[src/alu_defs.svh]
`ifndef ALU_DEFS_SVH
`define ALU_DEFS_SVH

// Datapath widths
`define ALU_OP_W    8
`define ALU_RES_W   (`ALU_OP_W + 1)     // One extra bit for carry or borrow
`define ALU_CMD_W   4

// INP_VALID codes
`define ALU_INP_A   2'b01
`define ALU_INP_B   2'b10
`define ALU_INP_AB  2'b11

// Enabled cycles from issue to RES_VALID
`define ALU_LATENCY 2

`endif

[src/alu_pkg.sv]
`include "alu_defs.svh"

package alu_pkg;

  // Arithmetic opcodes, used when MODE is 1
  typedef enum logic [`ALU_CMD_W-1:0] {
    ADD     = 4'd0,
    SUB     = 4'd1,
    ADD_CIN = 4'd2,
    SUB_CIN = 4'd3,
    INC_A   = 4'd4,
    DEC_A   = 4'd5,
    INC_B   = 4'd6,
    DEC_B   = 4'd7,
    CMP     = 4'd8
  } arith_op_e;

  // Logical opcodes, used when MODE is 0
  typedef enum logic [`ALU_CMD_W-1:0] {
    AND    = 4'd0,
    NAND   = 4'd1,
    OR     = 4'd2,
    NOR    = 4'd3,
    XOR    = 4'd4,
    XNOR   = 4'd5,
    NOT_A  = 4'd6,
    NOT_B  = 4'd7,
    SHR1_A = 4'd8,
    SHL1_A = 4'd9,
    SHR1_B = 4'd10,
    SHL1_B = 4'd11
  } logic_op_e;

  // Operand set an opcode requires, encoded like INP_VALID
  typedef enum logic [1:0] {
    NEED_A  = `ALU_INP_A,
    NEED_B  = `ALU_INP_B,
    NEED_AB = `ALU_INP_AB
  } operand_need_e;

endpackage

[src/alu_operand_stage.sv]
`timescale 1ns/10ps
`include "alu_defs.svh"

module alu_operand_stage (
  input  logic                  CLK,
  input  logic                  RST,
  input  logic                  CE,
  input  logic                  MODE,
  input  logic [`ALU_CMD_W-1:0] CMD,
  input  logic [1:0]            INP_VALID,
  input  logic [`ALU_OP_W-1:0]  OPA,
  input  logic [`ALU_OP_W-1:0]  OPB,
  input  logic                  CIN,
  output logic                  s1_valid,
  output logic                  s1_mode,
  output logic [`ALU_CMD_W-1:0] s1_cmd,
  output logic [`ALU_OP_W-1:0]  s1_a,
  output logic [`ALU_OP_W-1:0]  s1_b,
  output logic                  s1_cin,
  output logic                  s1_err
);

  alu_pkg::operand_need_e need;
  logic                   cmd_ok;
  logic                   err_d;

  always_comb begin
    need   = alu_pkg::NEED_AB;
    cmd_ok = 1'b1;
    if (MODE) begin
      case (alu_pkg::arith_op_e'(CMD))
        alu_pkg::ADD, alu_pkg::SUB, alu_pkg::ADD_CIN, alu_pkg::SUB_CIN,
        alu_pkg::CMP:                     need = alu_pkg::NEED_AB;
        alu_pkg::INC_A, alu_pkg::DEC_A:   need = alu_pkg::NEED_A;
        alu_pkg::INC_B, alu_pkg::DEC_B:   need = alu_pkg::NEED_B;
        default:                          cmd_ok = 1'b0;   // Opcodes 9 to 15
      endcase
    end else begin
      case (alu_pkg::logic_op_e'(CMD))
        alu_pkg::AND, alu_pkg::NAND, alu_pkg::OR, alu_pkg::NOR,
        alu_pkg::XOR, alu_pkg::XNOR:      need = alu_pkg::NEED_AB;
        alu_pkg::NOT_A, alu_pkg::SHR1_A,
        alu_pkg::SHL1_A:                  need = alu_pkg::NEED_A;
        alu_pkg::NOT_B, alu_pkg::SHR1_B,
        alu_pkg::SHL1_B:                  need = alu_pkg::NEED_B;
        default:                          cmd_ok = 1'b0;   // Opcodes 12 to 15
      endcase
    end
  end

  // INP_VALID must name exactly the operands the opcode uses
  assign err_d = !cmd_ok || (INP_VALID != need);

  always_ff @(posedge CLK or posedge RST) begin
    if (RST) begin
      s1_valid <= 1'b0;
      s1_mode  <= 1'b0;
      s1_cmd   <= '0;
      s1_err   <= 1'b0;
    end else if (CE) begin
      s1_valid <= 1'b1;   // Each enabled edge is an issue
      s1_mode  <= MODE;
      s1_cmd   <= CMD;
      s1_err   <= err_d;
    end
  end

  always_ff @(posedge CLK) begin
    if (CE) begin
      s1_a   <= OPA;
      s1_b   <= OPB;
      s1_cin <= CIN;
    end
  end

  a_legal_cmd: assert property (@(posedge CLK) disable iff (RST)
    (s1_valid && !s1_err) |->
      (s1_mode ? (s1_cmd <= alu_pkg::CMP) : (s1_cmd <= alu_pkg::SHL1_B)));

endmodule

[src/alu_arith_unit.sv]
`timescale 1ns/10ps
`include "alu_defs.svh"

module alu_arith_unit (
  input  logic [`ALU_CMD_W-1:0] s1_cmd,
  input  logic [`ALU_OP_W-1:0]  s1_a,
  input  logic [`ALU_OP_W-1:0]  s1_b,
  input  logic                  s1_cin,
  output logic [`ALU_RES_W-1:0] arith_res,
  output logic                  arith_cout,
  output logic                  arith_oflow,
  output logic                  arith_g,
  output logic                  arith_l,
  output logic                  arith_e
);

  logic [`ALU_RES_W-1:0] a_x;
  logic [`ALU_RES_W-1:0] b_x;
  logic [`ALU_RES_W-1:0] cin_x;

  // Zero-extended operands so the top bit catches carry or borrow
  assign a_x   = {1'b0, s1_a};
  assign b_x   = {1'b0, s1_b};
  assign cin_x = {{(`ALU_RES_W-1){1'b0}}, s1_cin};

  always_comb begin
    arith_res   = '0;
    arith_cout  = 1'b0;
    arith_oflow = 1'b0;
    arith_g     = 1'b0;
    arith_l     = 1'b0;
    arith_e     = 1'b0;
    case (alu_pkg::arith_op_e'(s1_cmd))
      alu_pkg::ADD: begin
        arith_res  = a_x + b_x;
        arith_cout = arith_res[`ALU_RES_W-1];
      end
      alu_pkg::SUB: begin
        arith_res   = a_x - b_x;
        arith_oflow = (a_x < b_x);   // Borrow
      end
      alu_pkg::ADD_CIN: begin
        arith_res  = a_x + b_x + cin_x;
        arith_cout = arith_res[`ALU_RES_W-1];
      end
      alu_pkg::SUB_CIN: begin
        arith_res   = a_x - b_x - cin_x;
        arith_oflow = (a_x < (b_x + cin_x));
      end
      alu_pkg::INC_A: begin
        arith_res   = a_x + 1'b1;
        arith_oflow = arith_res[`ALU_RES_W-1];
      end
      alu_pkg::DEC_A: begin
        arith_res   = a_x - 1'b1;
        arith_oflow = arith_res[`ALU_RES_W-1];   // Set when A was zero
      end
      alu_pkg::INC_B: begin
        arith_res   = b_x + 1'b1;
        arith_oflow = arith_res[`ALU_RES_W-1];
      end
      alu_pkg::DEC_B: begin
        arith_res   = b_x - 1'b1;
        arith_oflow = arith_res[`ALU_RES_W-1];
      end
      alu_pkg::CMP: begin
        arith_g = (s1_a > s1_b);
        arith_l = (s1_a < s1_b);
        arith_e = (s1_a == s1_b);
      end
      default: ;
    endcase
  end

endmodule

[src/alu_logic_unit.sv]
`timescale 1ns/10ps
`include "alu_defs.svh"

module alu_logic_unit (
  input  logic [`ALU_CMD_W-1:0] s1_cmd,
  input  logic [`ALU_OP_W-1:0]  s1_a,
  input  logic [`ALU_OP_W-1:0]  s1_b,
  output logic [`ALU_RES_W-1:0] logic_res
);

  logic [`ALU_OP_W-1:0] bit_res;   // Operand-width result before extension
  logic                 top_bit;

  always_comb begin
    bit_res = '0;
    top_bit = 1'b0;
    case (alu_pkg::logic_op_e'(s1_cmd))
      alu_pkg::AND:    bit_res = s1_a & s1_b;
      alu_pkg::NAND:   bit_res = ~(s1_a & s1_b);
      alu_pkg::OR:     bit_res = s1_a | s1_b;
      alu_pkg::NOR:    bit_res = ~(s1_a | s1_b);
      alu_pkg::XOR:    bit_res = s1_a ^ s1_b;
      alu_pkg::XNOR:   bit_res = ~(s1_a ^ s1_b);
      alu_pkg::NOT_A:  bit_res = ~s1_a;
      alu_pkg::NOT_B:  bit_res = ~s1_b;
      alu_pkg::SHR1_A: bit_res = s1_a >> 1;
      alu_pkg::SHR1_B: bit_res = s1_b >> 1;
      alu_pkg::SHL1_A: begin
        bit_res = s1_a << 1;
        top_bit = s1_a[`ALU_OP_W-1];   // Shifted-out MSB
      end
      alu_pkg::SHL1_B: begin
        bit_res = s1_b << 1;
        top_bit = s1_b[`ALU_OP_W-1];
      end
      default: ;
    endcase
  end

  assign logic_res = {top_bit, bit_res};

endmodule

[src/alu_result_stage.sv]
`timescale 1ns/10ps
`include "alu_defs.svh"

module alu_result_stage (
  input  logic                  CLK,
  input  logic                  RST,
  input  logic                  CE,
  input  logic                  s1_valid,
  input  logic                  s1_mode,
  input  logic                  s1_err,
  input  logic [`ALU_RES_W-1:0] arith_res,
  input  logic                  arith_cout,
  input  logic                  arith_oflow,
  input  logic                  arith_g,
  input  logic                  arith_l,
  input  logic                  arith_e,
  input  logic [`ALU_RES_W-1:0] logic_res,
  output logic                  RES_VALID,
  output logic [`ALU_RES_W-1:0] RES,
  output logic                  ERR,
  output logic                  COUT,
  output logic                  OFLOW,
  output logic                  G,
  output logic                  L,
  output logic                  E
);

  always_ff @(posedge CLK or posedge RST) begin
    if (RST) begin
      RES_VALID <= 1'b0;
      RES       <= '0;
      ERR       <= 1'b0;
      COUT      <= 1'b0;
      OFLOW     <= 1'b0;
      G         <= 1'b0;
      L         <= 1'b0;
      E         <= 1'b0;
    end else if (CE) begin
      RES_VALID <= s1_valid;
      RES       <= '0;   // Cleared unless a good result is present
      ERR       <= s1_valid && s1_err;
      COUT      <= 1'b0;
      OFLOW     <= 1'b0;
      G         <= 1'b0;
      L         <= 1'b0;
      E         <= 1'b0;
      if (s1_valid && !s1_err) begin
        if (s1_mode) begin
          RES   <= arith_res;
          COUT  <= arith_cout;
          OFLOW <= arith_oflow;
          G     <= arith_g;
          L     <= arith_l;
          E     <= arith_e;
        end else begin
          RES <= logic_res;   // Logic ops raise no flags
        end
      end
    end
  end

  a_cmp_onehot: assert property (@(posedge CLK) disable iff (RST) $onehot0({G, L, E}));

endmodule

[src/alu_top.sv]
`timescale 1ns/10ps
`include "alu_defs.svh"

module alu_top (
  input  logic                  CLK,
  input  logic                  RST,
  input  logic                  CE,
  input  logic                  MODE,
  input  logic [`ALU_CMD_W-1:0] CMD,
  input  logic [1:0]            INP_VALID,
  input  logic [`ALU_OP_W-1:0]  OPA,
  input  logic [`ALU_OP_W-1:0]  OPB,
  input  logic                  CIN,
  output logic                  RES_VALID,
  output logic [`ALU_RES_W-1:0] RES,
  output logic                  ERR,
  output logic                  COUT,
  output logic                  OFLOW,
  output logic                  G,
  output logic                  L,
  output logic                  E
);

  logic                  s1_valid;
  logic                  s1_mode;
  logic [`ALU_CMD_W-1:0] s1_cmd;
  logic [`ALU_OP_W-1:0]  s1_a;
  logic [`ALU_OP_W-1:0]  s1_b;
  logic                  s1_cin;
  logic                  s1_err;
  logic [`ALU_RES_W-1:0] arith_res;
  logic                  arith_cout;
  logic                  arith_oflow;
  logic                  arith_g;
  logic                  arith_l;
  logic                  arith_e;
  logic [`ALU_RES_W-1:0] logic_res;

  alu_operand_stage u_operand_stage (
    .CLK       (CLK),
    .RST       (RST),
    .CE        (CE),
    .MODE      (MODE),
    .CMD       (CMD),
    .INP_VALID (INP_VALID),
    .OPA       (OPA),
    .OPB       (OPB),
    .CIN       (CIN),
    .s1_valid  (s1_valid),
    .s1_mode   (s1_mode),
    .s1_cmd    (s1_cmd),
    .s1_a      (s1_a),
    .s1_b      (s1_b),
    .s1_cin    (s1_cin),
    .s1_err    (s1_err)
  );

  alu_arith_unit u_arith_unit (
    .s1_cmd      (s1_cmd),
    .s1_a        (s1_a),
    .s1_b        (s1_b),
    .s1_cin      (s1_cin),
    .arith_res   (arith_res),
    .arith_cout  (arith_cout),
    .arith_oflow (arith_oflow),
    .arith_g     (arith_g),
    .arith_l     (arith_l),
    .arith_e     (arith_e)
  );

  alu_logic_unit u_logic_unit (
    .s1_cmd    (s1_cmd),
    .s1_a      (s1_a),
    .s1_b      (s1_b),
    .logic_res (logic_res)
  );

  alu_result_stage u_result_stage (
    .CLK         (CLK),
    .RST         (RST),
    .CE          (CE),
    .s1_valid    (s1_valid),
    .s1_mode     (s1_mode),
    .s1_err      (s1_err),
    .arith_res   (arith_res),
    .arith_cout  (arith_cout),
    .arith_oflow (arith_oflow),
    .arith_g     (arith_g),
    .arith_l     (arith_l),
    .arith_e     (arith_e),
    .logic_res   (logic_res),
    .RES_VALID   (RES_VALID),
    .RES         (RES),
    .ERR         (ERR),
    .COUT        (COUT),
    .OFLOW       (OFLOW),
    .G           (G),
    .L           (L),
    .E           (E)
  );

endmodule

[config.mk]
export PLATFORM = sky130hd
export DESIGN_NAME = alu_top
export DESIGN_NICKNAME = d
export VERILOG_FILES = /design/src/alu_pkg.sv /design/src/alu_operand_stage.sv /design/src/alu_arith_unit.sv /design/src/alu_logic_unit.sv /design/src/alu_result_stage.sv /design/src/alu_top.sv
export VERILOG_INCLUDE_DIRS = /design/src
export SDC_FILE = /design/constraint.sdc
export NUM_CORES = 1
export LEC_CHECK = 0
export BUFFER_PORTS_ARGS = -buffer_cell sky130_fd_sc_hd__buf_2
export CAP_MARGIN = 20
export CORE_MARGIN = 10
export CORE_UTILIZATION = 48
export DETAILED_ROUTE_END_ITERATION = 7
export PLACE_DENSITY = 0.66
export SLEW_MARGIN = 20
export SYNTH_ARGS = -nofsm -noshare
export SYNTH_HDL_FRONTEND = slang
export SYNTH_HIERARCHICAL = 1
export SYNTH_SLANG_ARGS = --single-unit
[constraint.sdc]
create_clock -name CLK -period 3.6 [get_ports CLK]
set_clock_uncertainty 0.05 [all_clocks]
set_input_delay 0.36 -clock CLK [delete_from_list [all_inputs] [get_ports CLK]]
set_output_delay 0.36 -clock CLK [all_outputs]
set_load 0.03 [all_outputs]
==> impl_metrics.env <==
export IMPL_reg2reg_slack_ns=0.03
export IMPL_synth_top_area_share=0.121
export IMPL_die_w_um=124
export IMPL_max_cap_violations=0
export IMPL_synth_area_um2=5160
export IMPL_diodes=0
export IMPL_grt_pass1_wl_mm=26.6
export IMPL_grt_overflow=0
export IMPL_yosys_warnings=6
export IMPL_crit_fanout=2
export IMPL_die_h_um=124
export IMPL_post_route_period_util=0.993
export IMPL_grt_max_degree=36
export IMPL_cts_sinks=40
export IMPL_cp_start_kind="register"
export IMPL_ff2ff_path_depth=11
export IMPL_num_io_pins=43
export IMPL_firstDrtPassIters=8
export IMPL_crit_reg2reg_launch="u_operand_stage/s1_a[0]$_DFFE_PP_"
export IMPL_violations="design-rule violations"
export IMPL_worstMarginPinSlew_ns=0.635
export IMPL_ys_seq_area_frac=0.210
export IMPL_startpoint="u_operand_stage/s1_a[0]$_DFFE_PP_"
export IMPL_synth_distinct_cells=84
export IMPL_holdCritPathClass="in -> reg"
export IMPL_ant_nets=0
export IMPL_path_common_cell="or4_4"
export IMPL_grt_setup_unrepaired="yes"
export IMPL_worstPathRequired_ns=3.72
export IMPL_drt_iter0_markers=719
export IMPL_synth_top_area_cell="ha_1"
export IMPL_max_vdd_ir_drop_mv=0.257
export IMPL_drv_slew=0
export IMPL_clk_latency_ns=0.29
export IMPL_setup_slack_ns=0.0267
export IMPL_start_util=0.495
export IMPL_dieArea_um2=15300
export IMPL_relSlewSlack=0.577
export IMPL_slowest_delay_ns=0.45
export IMPL_placed_area_um2=5590
export IMPL_endpoint_kind="register"
export IMPL_setup_violations=0
export IMPL_cts_tree="yes"
export IMPL_routedWlPerCell_um=21.0
export IMPL_syn_inst=609
export IMPL_hold_viol=0
export IMPL_synth_area_leaders="ha_1 12%, dfrtp_1 11%, edfxtp_1 9.9%"
export IMPL_htreeDepth=2
export IMPL_nFillCells=1010
export IMPL_ys_ff_latch=40
export IMPL_cts_buffers=5
export IMPL_worst_setup_path_type="reg -> reg"
export IMPL_critical_path_top_delay_family="simple AND/OR/NAND/NOR gates"
export IMPL_syn_nets=688
export IMPL_cts_path_max_buffers=2
export IMPL_path_clk_slew_ns=0.07
export IMPL_vias_per_cell=6.39
export IMPL_synth_edf_count=17
export IMPL_vias=5084
export IMPL_crit_chain="ha_4 > fa_2 > and2b_2 > o31a_4 > xnor2_4 > or4_4 > a2bb2oi_2 > o41a_1 > or4_4 > mux2i_1 > o2bb2ai_1"
export IMPL_leakage_nw=2.45
export IMPL_postLayoutCellArea_um2=5730
export IMPL_fin_nets=738
export IMPL_powerDensity_nw_per_um2=335
export IMPL_grt_pass1_vias=4941
export IMPL_worstPathArrival_ns=3.70
export IMPL_antenna_found_initial=0
export IMPL_async_flop_share=0.575
export IMPL_outcome="complete, but fails checks"
export IMPL_timing_rr_end="u_result_stage/RES[8]$_DFFE_PP0P_"
export IMPL_ctsRootBufferMaster="clkbuf_8"
export IMPL_path_buf_inv=0
export IMPL_drive_above_1_share=0.189
export IMPL_cp_slowest_cell="edfxtp_1"
export IMPL_hold_path_startpoint="OPB[3]"
export IMPL_finalCriticalPeriod_ns=3.57
export IMPL_area_growth_pct=11.1
export IMPL_rows=37
export IMPL_postSynthAreaPerCell_um2=8.47
export IMPL_dp_slack_ns=-0.00769
export IMPL_core_area_um2=10400
export IMPL_gp_congestion=1.00
export IMPL_worst_path_stages=11
export IMPL_fmax_mhz=280
export IMPL_io_buffer_count=42
export IMPL_routed_wl_mm=16.7
export IMPL_drc_errors=6
export IMPL_dp_hpwl_mm=13.0
export IMPL_grt_usage=0.218
export IMPL_synth_ff_type="dfrtp_1"
export IMPL_cp_endpoint="u_result_stage/RES[8]$_DFFE_PP0P_"
cells in the final DEF (no fill, tap or decap), types with 4 or more instances in the layout:
cell type	instances
a211oi_1	9
a21oi_1	27
a22oi_1	6
a311oi_1	4
a31oi_1	9
a32o_1	5
and2_1	6
and3_1	8
buf_2	42
buf_4	34
clkbuf_8	7
dfrtp_1	23
edfxtp_1	17
ha_1	49
inv_1	41
mux2_2	10
mux2i_1	21
nand2_1	36
nand2b_1	7
nand3_1	18
nand3b_1	5
nand4_1	7
nor2_1	36
nor2b_1	12
nor3_1	25
nor3b_1	5
nor4_1	7
o211ai_1	10
o21ai_0	15
o22ai_1	12
o2bb2ai_1	12
o32ai_1	4
or2_2	4
or3_1	6
xnor2_1	30
xor2_1	12
synth_stat cells (all sizes together), types with 5 or more instances:
cell      n
a211oi    9
a21oi    27
a22oi     6
a31oi     9
a32o      5
and2      8
and3      8
buf      19
clkbuf   16
dfrtp    23
edfxtp   17
ha       50
inv      44
mux2     10
mux2i    21
nand2    36
nand2b    8
nand3    19
nand3b    6
nand4     7
nor2     36
nor2b    12
nor3     26
nor3b     6
nor4      7
o211ai   10
o21ai    15
o22ai    12
o2bb2ai  12
or2       5
or3       7
or4       5
xnor2    32
xor2     12
area by class of cell:
cell class	instances	area [um2]	area share
multi-input cells	490	3720	0.650
flip-flops and latches	40	1090	0.189
repair buffers	78	487	0.0849
well taps	136	170	0.0297
inverters	44	165	0.0288
clock buffers	8	100	0.0175
how the worst min path moves through the flow:
stage	slack [ns]	to	cells past startpoint
floorplan	0.11	u_operand_stage/s1_cmd[0]$_DFFE_PP0P_	1
global placement	0.26	u_operand_stage/s1_valid$_DFFE_PP0P_	2
detailed placement	0.27	u_operand_stage/s1_valid$_DFFE_PP0P_	2
CTS	0.18	u_operand_stage/s1_a[7]$_DFFE_PP_	1
global route	0.18	u_operand_stage/s1_a[7]$_DFFE_PP_	1
finish	0.20	u_operand_stage/s1_b[3]$_DFFE_PP_	1
per-layer routing:
metal	part of all wire	up-vias	track usage
li1	-	2367	-
met1	0.45	2454	0.300
met2	0.45	224	0.333
met3	0.071	39	0.0326
met4	0.035	0	0.0888
met5	0	-	0
flip-flops by register name, indices dropped and copies added (netlist names):
name and flops:
u_result_stage/RES_VALID 1, u_operand_stage/s1_cmd 4, u_result_stage/RES 9, u_result_stage/G 1, u_operand_stage/s1_mode 1, u_operand_stage/s1_a 8
u_result_stage/COUT 1, u_result_stage/L 1, u_result_stage/E 1, u_result_stage/OFLOW 1, u_operand_stage/s1_valid 1, u_operand_stage/s1_cin 1
u_result_stage/ERR 1, u_operand_stage/s1_err 1, u_operand_stage/s1_b 8
stage by stage:
stage / total power, mW / cells / utilization / hold WS (ns) / setup TNS, ns
2_1_floorplan: 1.29 / 609 / - / 0.113 / 0
3_3_place_gp: 1.56 / 786 / 0.537 / 0.264 / 0
3_5_place_dp: 1.57 / 786 / 0.537 / 0.268 / -0.00769
4_1_cts: 1.90 / 796 / 0.549 / 0.183 / 0
5_1_grt: 2.04 / 796 / 0.550 / 0.180 / -0.0324
6_report: 1.92 / 796 / 0.550 / 0.197 / 0
logic make-up (layout without fill, tap and decap cells):
group	Yosys count	count (layout)	synth area share
AND/OR/NAND/NOR	212	212	0.232
AO/OA/AOI/OAI	151	151	0.211
buffers and inverters	79	130	0.0795
adder cells (fa/ha/maj)	52	52	0.129
XOR/XNOR	44	44	0.0761
flip-flops	40	40	0.210
multiplexers	31	31	0.0625
what timing repair did:
action                                 CTS  global route
resized for setup                        1             5
pin swaps                                4             1
buffers inserted                         1             0
setup endpoints to repair                1             1
gates cloned                             0             0
endpoints found under the hold margin    7             0
hold buffers                             1             0
where the power goes:
part / total [mW] / internal [mW] / switching [mW]
Clock: 0.318 / 0.175 / 0.143
Combinational: 1.05 / 0.423 / 0.623
Sequential: 0.557 / 0.510 / 0.0467
Note: power is estimated with default switching activity, not from simulation.
